**config.mk**
```make
export PLATFORM = sky130hd
export DESIGN_NAME = fetch_top
export DESIGN_NICKNAME = d
export VERILOG_FILES = /design/src/design/fetch_pkg.sv /design/src/design/xlate_if.sv /design/src/design/fetch_ctrl.sv /design/src/design/fip_select.sv /design/src/design/itlb.sv /design/src/design/icache_bank.sv /design/src/design/fetch_top.sv
export SDC_FILE = /design/constraint.sdc
export NUM_CORES = 2
export LEC_CHECK = 0
export BUFFER_PORTS_ARGS = -buffer_cell sky130_fd_sc_hd__buf_2
export CAP_MARGIN = 20
export CORE_MARGIN = 2
export CORE_UTILIZATION = 45
export CTS_CLUSTER_SIZE = 16
export DETAILED_ROUTE_END_ITERATION = 16
export SYNTH_ARGS = -nofsm -noshare
export SYNTH_HDL_FRONTEND = slang
export SYNTH_MEMORY_MAX_BITS = 65536
export SYNTH_SLANG_ARGS = --single-unit
```
**constraint.sdc**
```tcl
create_clock -name clk -period 46.3 [get_ports clk]
set_clock_uncertainty 0.15 [all_clocks]
set_input_delay 4.63 -clock clk [delete_from_list [all_inputs] [get_ports clk]]
set_output_delay 4.63 -clock clk [all_outputs]
set_load 0.01 [all_outputs]
```
**src/design/fetch_pkg.sv**
```systemverilog
package fetch_pkg;

    //////////////////////////////////////////////////
    // address geometry
    //////////////////////////////////////////////////
    localparam int VADDR_W       = 32;
    localparam int LINE_BYTES    = 16;
    localparam int LINE_OFS_BITS = $clog2(LINE_BYTES);   // 4
    localparam int FIP_W         = VADDR_W - LINE_OFS_BITS;
    localparam int PAGE_BITS     = 12;
    localparam int VPAGE_W       = VADDR_W - PAGE_BITS;
    localparam int PFRAME_W      = 20;
    localparam int FRAME_LO_BITS = 3;                    // frame bits kept in paddr
    localparam int PADDR_W       = FRAME_LO_BITS + PAGE_BITS;
    localparam int LINE_W        = LINE_BYTES * 8;

    // default sizes, overridden from the top
    localparam int TLB_ENTRIES = 8;
    localparam int CACHE_LINES = 16;   // per bank

    // control-flow select bit positions
    localparam int CF_BRANCH  = 0;
    localparam int CF_RESTEER = 1;
    localparam int CF_INIT    = 2;

    //////////////////////////////////////////////////
    // vector types
    //////////////////////////////////////////////////
    typedef logic [FIP_W-1:0]    fip_t;     // line address, vaddr[31:4]
    typedef logic [VADDR_W-1:0]  vaddr_t;
    typedef logic [VPAGE_W-1:0]  vpage_t;
    typedef logic [PFRAME_W-1:0] pframe_t;
    typedef logic [PADDR_W-1:0]  paddr_t;   // {frame[2:0], page offset}
    typedef logic [LINE_W-1:0]   line_t;
    typedef logic [2:0]          cf_sel_t;  // {init, resteer, branch}

endpackage

```
**src/design/xlate_if.sv**
```systemverilog
`timescale 1ns/1ps

// one bank's fetch address going into the TLB and the translation coming out
interface xlate_if import fetch_pkg::*; ();

    fip_t   fip;        // bank line address
    paddr_t paddr;      // physical byte address for the cache
    logic   hit;        // valid, present entry matched
    logic   miss;
    logic   prot_exc;   // fetch from a PCD page

    modport tlb (
        input  fip,
        output paddr,
        output hit,
        output miss,
        output prot_exc
    );

    modport bank (
        input fip,
        input paddr,
        input hit,
        input miss,
        input prot_exc
    );

endinterface

```
**src/design/fetch_ctrl.sv**
```systemverilog
`timescale 1ns/1ps

module fetch_ctrl import fetch_pkg::*; (
    input  logic    init_i,
    input  logic    resteer_i,
    input  logic    branch_i,
    input  vaddr_t  init_addr_i,
    output cf_sel_t cf_sel_o,
    output logic    is_cf_o,
    output fip_t    init_fip_even_o,
    output fip_t    init_fip_odd_o
);

    fip_t init_line;
    fip_t next_line;

    //////////////////////////////////////////////////
    // control-flow priority
    //////////////////////////////////////////////////

    // init beats resteer beats branch
    assign cf_sel_o[CF_INIT]    = init_i;
    assign cf_sel_o[CF_RESTEER] = ~init_i & resteer_i;
    assign cf_sel_o[CF_BRANCH]  = ~init_i & ~resteer_i & branch_i;

    assign is_cf_o = init_i | resteer_i | branch_i;

    //////////////////////////////////////////////////
    // init address split
    //////////////////////////////////////////////////
    assign init_line = init_addr_i[VADDR_W-1:LINE_OFS_BITS];
    assign next_line = init_line + fip_t'(1);   // following 16-byte line

    // bit 4 tells which bank owns the init line, the other one
    // starts on the line after it
    always_comb begin
        if (init_addr_i[LINE_OFS_BITS]) begin
            init_fip_odd_o  = init_line;
            init_fip_even_o = next_line;
        end else begin
            init_fip_even_o = init_line;
            init_fip_odd_o  = next_line;
        end
    end

    // both fip_select muxes are and-or, two hot bits would merge addresses
    always_comb begin
        assert ($onehot0(cf_sel_o) && (is_cf_o == (|cf_sel_o)))
            else $error("fetch_ctrl: control-flow select not one-hot");
    end

endmodule

```
**src/design/fip_select.sv**
```systemverilog
`timescale 1ns/1ps

module fip_select import fetch_pkg::*; #(
    parameter bit PARITY = 1'b0     // 0 even bank, 1 odd bank
) (
    input  logic    clk,
    input  logic    reset_i,
    input  cf_sel_t cf_sel_i,
    input  logic    is_cf_i,
    input  fip_t    init_fip_i,
    input  fip_t    bp_fip_i,
    input  fip_t    wb_fip_i,
    input  logic    latch_loaded_i,
    output fip_t    fip_o
);

    fip_t fip_q;     // sequential fetch address
    fip_t cf_fip;    // selected control-flow address
    logic load;

    // and-or mux, select is one-hot from fetch_ctrl
    assign cf_fip = ({FIP_W{cf_sel_i[CF_INIT]}}    & init_fip_i)
                  | ({FIP_W{cf_sel_i[CF_RESTEER]}} & wb_fip_i)
                  | ({FIP_W{cf_sel_i[CF_BRANCH]}}  & bp_fip_i);

    // control flow goes out in the same cycle
    assign fip_o = is_cf_i ? cf_fip : fip_q;

    // step when the line latch took our line, or on any redirect
    assign load = latch_loaded_i | is_cf_i;

    always_ff @(posedge clk) begin
        if (reset_i) begin
            fip_q <= fip_t'(PARITY);       // bank 0 starts at line 0, bank 1 at line 1
        end else if (load) begin
            fip_q <= fip_o + fip_t'(2);    // skip the other bank's line
        end
    end

    // the redirect addresses come from outside, they must keep the bank parity
    a_fip_parity: assert property (
        @(posedge clk) disable iff (reset_i) fip_q[0] == PARITY
    ) else $error("fip_select: bank %0d register lost its parity", PARITY);

endmodule

```
**src/design/itlb.sv**
```systemverilog
`timescale 1ns/1ps

module itlb import fetch_pkg::*; #(
    parameter int N_ENTRIES = TLB_ENTRIES
) (
    input  vpage_t  [N_ENTRIES-1:0] vp_i,
    input  pframe_t [N_ENTRIES-1:0] pf_i,
    input  logic    [N_ENTRIES-1:0] entry_v_i,
    input  logic    [N_ENTRIES-1:0] entry_p_i,
    input  logic    [N_ENTRIES-1:0] entry_pcd_i,
    xlate_if.tlb                    xl
);

    localparam int IDX_W = (N_ENTRIES > 1) ? $clog2(N_ENTRIES) : 1;

    vaddr_t               vaddr;
    logic [N_ENTRIES-1:0] match;
    logic [IDX_W-1:0]     win;      // lowest matching entry
    logic                 any_hit;

    // the bank fetches whole lines, low nibble is zero
    assign vaddr = {xl.fip, {LINE_OFS_BITS{1'b0}}};

    //////////////////////////////////////////////////
    // compare all entries
    //////////////////////////////////////////////////
    always_comb begin
        for (int i = 0; i < N_ENTRIES; i++) begin
            match[i] = entry_v_i[i] & entry_p_i[i]
                     & (vp_i[i] == vaddr[VADDR_W-1:PAGE_BITS]);
        end
    end

    // walk down so the lowest index is the last one written
    always_comb begin
        win = '0;
        for (int i = N_ENTRIES - 1; i >= 0; i--) begin
            if (match[i]) begin
                win = IDX_W'(i);
            end
        end
    end

    assign any_hit = |match;

    //////////////////////////////////////////////////
    // translation result
    //////////////////////////////////////////////////
    assign xl.hit  = any_hit;
    assign xl.miss = ~any_hit;

    // uncached I/O page, no instruction fetch from it
    assign xl.prot_exc = any_hit & entry_pcd_i[win];

    // only three frame bits reach the cache
    assign xl.paddr = {pf_i[win][FRAME_LO_BITS-1:0], vaddr[PAGE_BITS-1:0]};

endmodule

```
**src/design/icache_bank.sv**
```systemverilog
`timescale 1ns/1ps

module icache_bank import fetch_pkg::*; #(
    parameter bit PARITY  = 1'b0,
    parameter int N_LINES = CACHE_LINES
) (
    input  logic  clk,
    input  logic  reset_i,
    xlate_if.bank xl,
    input  logic  refill_valid_i,
    input  line_t refill_line_i,
    output line_t line_o,
    output logic  cache_miss_o
);

    // bit 4 is fixed per bank, the index starts above it
    localparam int IDX_W  = $clog2(N_LINES);
    localparam int IDX_LO = LINE_OFS_BITS + 1;
    localparam int TAG_LO = IDX_LO + IDX_W;
    localparam int TAG_W  = PADDR_W - TAG_LO;

    typedef logic [IDX_W-1:0] idx_t;
    typedef logic [TAG_W-1:0] tag_t;

    line_t              data_q [N_LINES];
    tag_t               tag_q  [N_LINES];
    logic [N_LINES-1:0] valid_q;

    idx_t idx;
    tag_t tag;
    logic lookup;      // translation usable for a fetch
    logic tag_hit;
    logic refill_we;

    //////////////////////////////////////////////////
    // lookup
    //////////////////////////////////////////////////
    assign idx = xl.paddr[TAG_LO-1:IDX_LO];      // paddr[8:5]
    assign tag = xl.paddr[PADDR_W-1:TAG_LO];     // paddr[14:9]

    assign lookup  = xl.hit & ~xl.prot_exc;
    assign tag_hit = valid_q[idx] & (tag_q[idx] == tag);

    // TLB miss and exception are reported by the TLB, not as cache misses
    assign cache_miss_o = lookup & ~tag_hit;
    assign line_o       = data_q[idx];

    //////////////////////////////////////////////////
    // refill
    //////////////////////////////////////////////////
    assign refill_we = refill_valid_i & lookup;

    always_ff @(posedge clk) begin
        if (reset_i) begin
            valid_q <= '0;
        end else if (refill_we) begin
            valid_q[idx] <= 1'b1;
        end
    end

    always_ff @(posedge clk) begin
        if (refill_we) begin
            data_q[idx] <= refill_line_i;   // readable next cycle
            tag_q[idx]  <= tag;
        end
    end

    // refill pulse targets the line that is missing right now
    a_refill_on_miss: assert property (
        @(posedge clk) disable iff (reset_i) refill_valid_i |-> cache_miss_o
    ) else $error("icache_bank %0d: refill without a miss", PARITY);

    // a translated fetch must land in this bank's half of the lines
    a_bank_parity: assert property (
        @(posedge clk) disable iff (reset_i) xl.hit |-> (xl.paddr[LINE_OFS_BITS] == PARITY)
    ) else $error("icache_bank %0d: address of the other bank", PARITY);

endmodule

```
**src/design/fetch_top.sv**
```systemverilog
`timescale 1ns/1ps

module fetch_top import fetch_pkg::*; #(
    parameter int TLB_ENTRIES = fetch_pkg::TLB_ENTRIES,
    parameter int CACHE_LINES = fetch_pkg::CACHE_LINES
) (
    input  logic                      clk,
    input  logic                      reset_i,

    // control flow
    input  logic                      init_i,
    input  vaddr_t                    init_addr_i,
    input  logic                      resteer_i,
    input  fip_t                      wb_fip_even_i,
    input  fip_t                      wb_fip_odd_i,
    input  logic                      branch_i,
    input  fip_t                      bp_fip_even_i,
    input  fip_t                      bp_fip_odd_i,
    input  logic                      even_latch_loaded_i,
    input  logic                      odd_latch_loaded_i,

    // TLB contents
    input  vpage_t  [TLB_ENTRIES-1:0] vp_i,
    input  pframe_t [TLB_ENTRIES-1:0] pf_i,
    input  logic    [TLB_ENTRIES-1:0] tlb_entry_v_i,
    input  logic    [TLB_ENTRIES-1:0] tlb_entry_p_i,
    input  logic    [TLB_ENTRIES-1:0] tlb_entry_pcd_i,

    // line refill
    input  logic                      refill_valid_i,
    input  logic                      refill_odd_i,
    input  line_t                     refill_line_i,

    output fip_t                      fip_even_o,
    output fip_t                      fip_odd_o,
    output line_t                     line_even_o,
    output line_t                     line_odd_o,
    output logic                      cache_miss_even_o,
    output logic                      cache_miss_odd_o,
    output logic                      tlb_miss_even_o,
    output logic                      tlb_miss_odd_o,
    output logic                      prot_exc_even_o,
    output logic                      prot_exc_odd_o
);

    cf_sel_t cf_sel;
    logic    is_cf;
    fip_t    init_fip_even;
    fip_t    init_fip_odd;
    logic    refill_even;
    logic    refill_odd;

    xlate_if xl_even ();
    xlate_if xl_odd ();

    //////////////////////////////////////////////////
    // fetch address generation
    //////////////////////////////////////////////////
    fetch_ctrl i_ctrl (
        .init_i          (init_i),
        .resteer_i       (resteer_i),
        .branch_i        (branch_i),
        .init_addr_i     (init_addr_i),
        .cf_sel_o        (cf_sel),
        .is_cf_o         (is_cf),
        .init_fip_even_o (init_fip_even),
        .init_fip_odd_o  (init_fip_odd)
    );

    fip_select #(.PARITY(1'b0)) i_fip_even (
        .clk            (clk),
        .reset_i        (reset_i),
        .cf_sel_i       (cf_sel),
        .is_cf_i        (is_cf),
        .init_fip_i     (init_fip_even),
        .bp_fip_i       (bp_fip_even_i),
        .wb_fip_i       (wb_fip_even_i),
        .latch_loaded_i (even_latch_loaded_i),
        .fip_o          (xl_even.fip)
    );

    fip_select #(.PARITY(1'b1)) i_fip_odd (
        .clk            (clk),
        .reset_i        (reset_i),
        .cf_sel_i       (cf_sel),
        .is_cf_i        (is_cf),
        .init_fip_i     (init_fip_odd),
        .bp_fip_i       (bp_fip_odd_i),
        .wb_fip_i       (wb_fip_odd_i),
        .latch_loaded_i (odd_latch_loaded_i),
        .fip_o          (xl_odd.fip)
    );

    //////////////////////////////////////////////////
    // translation, both TLBs see the same entries
    //////////////////////////////////////////////////
    itlb #(.N_ENTRIES(TLB_ENTRIES)) i_itlb_even (
        .vp_i        (vp_i),
        .pf_i        (pf_i),
        .entry_v_i   (tlb_entry_v_i),
        .entry_p_i   (tlb_entry_p_i),
        .entry_pcd_i (tlb_entry_pcd_i),
        .xl          (xl_even.tlb)
    );

    itlb #(.N_ENTRIES(TLB_ENTRIES)) i_itlb_odd (
        .vp_i        (vp_i),
        .pf_i        (pf_i),
        .entry_v_i   (tlb_entry_v_i),
        .entry_p_i   (tlb_entry_p_i),
        .entry_pcd_i (tlb_entry_pcd_i),
        .xl          (xl_odd.tlb)
    );

    //////////////////////////////////////////////////
    // cache banks
    //////////////////////////////////////////////////
    assign refill_even = refill_valid_i & ~refill_odd_i;
    assign refill_odd  = refill_valid_i & refill_odd_i;

    icache_bank #(.PARITY(1'b0), .N_LINES(CACHE_LINES)) i_bank_even (
        .clk            (clk),
        .reset_i        (reset_i),
        .xl             (xl_even.bank),
        .refill_valid_i (refill_even),
        .refill_line_i  (refill_line_i),
        .line_o         (line_even_o),
        .cache_miss_o   (cache_miss_even_o)
    );

    icache_bank #(.PARITY(1'b1), .N_LINES(CACHE_LINES)) i_bank_odd (
        .clk            (clk),
        .reset_i        (reset_i),
        .xl             (xl_odd.bank),
        .refill_valid_i (refill_odd),
        .refill_line_i  (refill_line_i),
        .line_o         (line_odd_o),
        .cache_miss_o   (cache_miss_odd_o)
    );

    assign fip_even_o      = xl_even.fip;
    assign fip_odd_o       = xl_odd.fip;
    assign tlb_miss_even_o = xl_even.miss;
    assign tlb_miss_odd_o  = xl_odd.miss;
    assign prot_exc_even_o = xl_even.prot_exc;
    assign prot_exc_odd_o  = xl_odd.prot_exc;

endmodule

```
==> reports/metrics.cfg <==
[grt]
grt_overflow = 0
grt_pass1_wl_um = 903000
grtUsageTotal_pct = 30.73
grt_max_degree = 189
grt_pass1_vias = 113938
antenna_found_initial = 116

[cells_and_area]
fillers = 34604
drive_gt1_share_pct = 17.80
final_common_cell = edfxtp_1
stdcell_count = 19471
area_growth_pct = 12.89
final_nets = 14236
layout_common_cells = 4288 x edfxtp_1, 2909 x nand2_1, 1191 x nand3_1, 800 x buf_2, 540 x mux4_2

[die]
die_height_um = 645.9
rows = 235
core-area_um2 = 409900
die-area_um2 = 417200
start_util_pct = 45.24
die_w_um = 645.9
io_pins = 943

[placed_design]
place_inst = 18606
dp_hpwl_um = 404200
place_congestion = 1.094
pre_cts_slack_ns = 28.58
io_buffers = 802

[status]
outcome = finished, violations left
violations = max-slew violations

[critical_path]
rr_worst_depth = 17
r2r_slack_ns = 36.63
cp.required_ns = 41.52
cp_max_fo = 50
endpoint_kind = output port
critPathLaunchType = primary input
worstSetupPathType = in -> out
r2r-end = i_bank_even.data_q[12][58]
r2r-start = i_fip_even.fip_q[9]
worstPathArrival_ns = 13.21

[synth]
synthesis.nets = 13571
synth-seq-area-share_pct = 70.39
synth_area_per_cell_um2 = 14.34
yosys-top-cells-area = edfxtp_1 69%, mux4_2 6.6%, nand2_1 5.9%
syn_inst = 12936
ys_seq_elements = 4376
async_flop_share_pct = 0
synth.largest_area_cell = edfxtp_1
synthFlopType = edfxtp_1
yosys_warnings = 0
synth_edf_count = 4288
syn_area_um2 = 185400
synth.distinct_cells = 129
synth_top_area_share_pct = 69.44

[min_path]
hp-start = i_fip_odd.fip_q[11]
hold_path.class = reg -> reg
hold_end = i_fip_odd.fip_q[11]
whs_path_depth = 2

[routing]
drc = 0
wl_per_cell_um = 33.66
first_iter_violations = 15231
drt_pass1_iterations = 6
drt_wl_total_um = 655400
viasPerCell = 6.199
ant_nets = 0
vias = 120709

[clocking]
cts-buffers-inserted = 437
cts_buffer_depth = 4
cts_resized = 0
root_buffer = clkbuf_16
cts_setup_buffers = 0
clk_pin_slew_ns = 0.06
clk_latency_ns = 1.05
cts_tree = built
hold_buffers = 0
htree_levels = 5
clkSinkCount = 4376

[timing]
tightest_slew_ns = 1.575
hold_viol_final = 0
slew_headroom_pct = -5.030
timing.hold.ws_ns = 0.3014
fmax_mhz = 55.58
final.period_utilization_pct = 38.86
rsz0062_at_grt = false
layout_min_cycle_time_ns = 17.99
setup_tns_ns = 0
slew_violations = 50
worst_slack_ns = 28.31
setup_viol = 0

[power]
total_power_mw = 8.851
p_leak_nw = 70.38
p_per_area_nw_per_um2 = 42.28
peakVddDrop_v = 0.00004102

[run]
drv_cap = 0

worst max-delay path by stage:
stage / slack [ns] / depth (start not counted) / startpoint / end
2_1_floorplan: 23.85 / 15 / init_addr_i[4] / i_bank_even.data_q[12][0]
3_3_place_gp: 28.59 / 20 / init_i / cache_miss_odd_o
3_5_place_dp: 28.58 / 20 / init_i / cache_miss_odd_o
4_1_cts: 28.58 / 20 / init_i / cache_miss_odd_o
5_1_grt: 28.36 / 19 / init_i / cache_miss_odd_o
6_report: 28.31 / 19 / init_i / cache_miss_odd_o
per-stage QoR:
| step | cell area, µm² | util, % |
|---|---|---|
| global route | 209200 | 51.04 |
| finish | 209300 | 51.07 |
| CTS | 209000 | 51.00 |
| floorplan | 185400 | - |
| detailed placement | 195500 | 47.71 |
| global placement | 195500 | 47.70 |
cell families after synthesis:
family                     count (synthesis)  synth area share, %
adders and majority gates                 10              0.06747
buffers and inverters                   1021                2.309
DFF                                     4376                70.39
muxes                                    655                7.226
AOI/OAI and AO/OA                       1256                5.116
and+or+nand+nor                         5253                13.03
xor gates and xnor gates                 365                1.865
routing by layer:
layer / GRT usage [%] / part of all wire [%] / up-vias
li1: - / - / 50941
met1: 40.95 / 39 / 62236
met2: 46.88 / 45 / 6006
met3: 6.171 / 8.7 / 1484
met4: 18.31 / 6.6 / 42
met5: 0 / 0.040 / -
area by class of cell:
class | count | area [µm²] | share of cell area [%]
multi-input combinational | 7539 | 50980 | 24.35
sequential | 4376 | 130500 | 62.35
clock inverter | 223 | 1919 | 0.9169
tap | 5451 | 6820 | 3.258
clock buffer | 551 | 11560 | 5.523
inverter | 98 | 425.4 | 0.2032
timing repair buffer | 1149 | 6897 | 3.294
antenna | 84 | 210.2 | 0.1004
power breakdown:
| group | total, mW | internal [mW] | leakage [nW] | switching, mW |
|---|---|---|---|---|
| registers | 4.36 | 4.35 | 39.2 | 0.00428 |
| clock network | 3.37 | 1.89 | 6.57 | 1.48 |
| logic | 1.13 | 0.346 | 24.6 | 0.781 |
critical path, stage by stage:
cell	delay [ns]
buf_6	0.32
buf_4	0.60
buf_4	0.60
buf_4	0.58
nand2b_1	0.35
or4_1	0.51
mux2i_1	0.53
nor3_1	0.23
a2111oi_0	0.79
nand3_1	0.15
nor4_1	0.62
a311oi_1	0.15
o21bai_1	1.04
o211ai_1	0.21
a21boi_0	0.43
o31a_1	0.21
nor3_1	0.08
a31oi_1	0.78
buf_2	0.29
registers in the layout, summed over array words and instances, names as in the netlist:
| register | cells |
|---|---|
| i_bank_odd.data_q | 2048 |
| i_bank_even.valid_q | 16 |
| i_fip_odd.fip_q | 28 |
| i_bank_odd.tag_q | 96 |
| i_bank_odd.valid_q | 16 |
| i_bank_even.tag_q | 96 |
| i_fip_even.fip_q | 28 |
| i_bank_even.data_q | 2048 |
cell usage after synthesis, drive strengths merged (88+ instances only):
| master | instances |
|---|---|
| xnor2 | 232 |
| mux4 | 540 |
| nor4 | 111 |
| xor2 | 114 |
| a31oi | 305 |
| a311oi | 286 |
| nand3 | 1193 |
| inv | 95 |
| nor3 | 118 |
| buf | 311 |
| edfxtp | 4288 |
| dfxtp | 88 |
| a21oi | 105 |
| nand4 | 96 |
| o21ai | 98 |
| nand2 | 2911 |
| clkbuf | 612 |
| and3 | 311 |
| nor2 | 188 |
(Power assumes the default switching activity.)
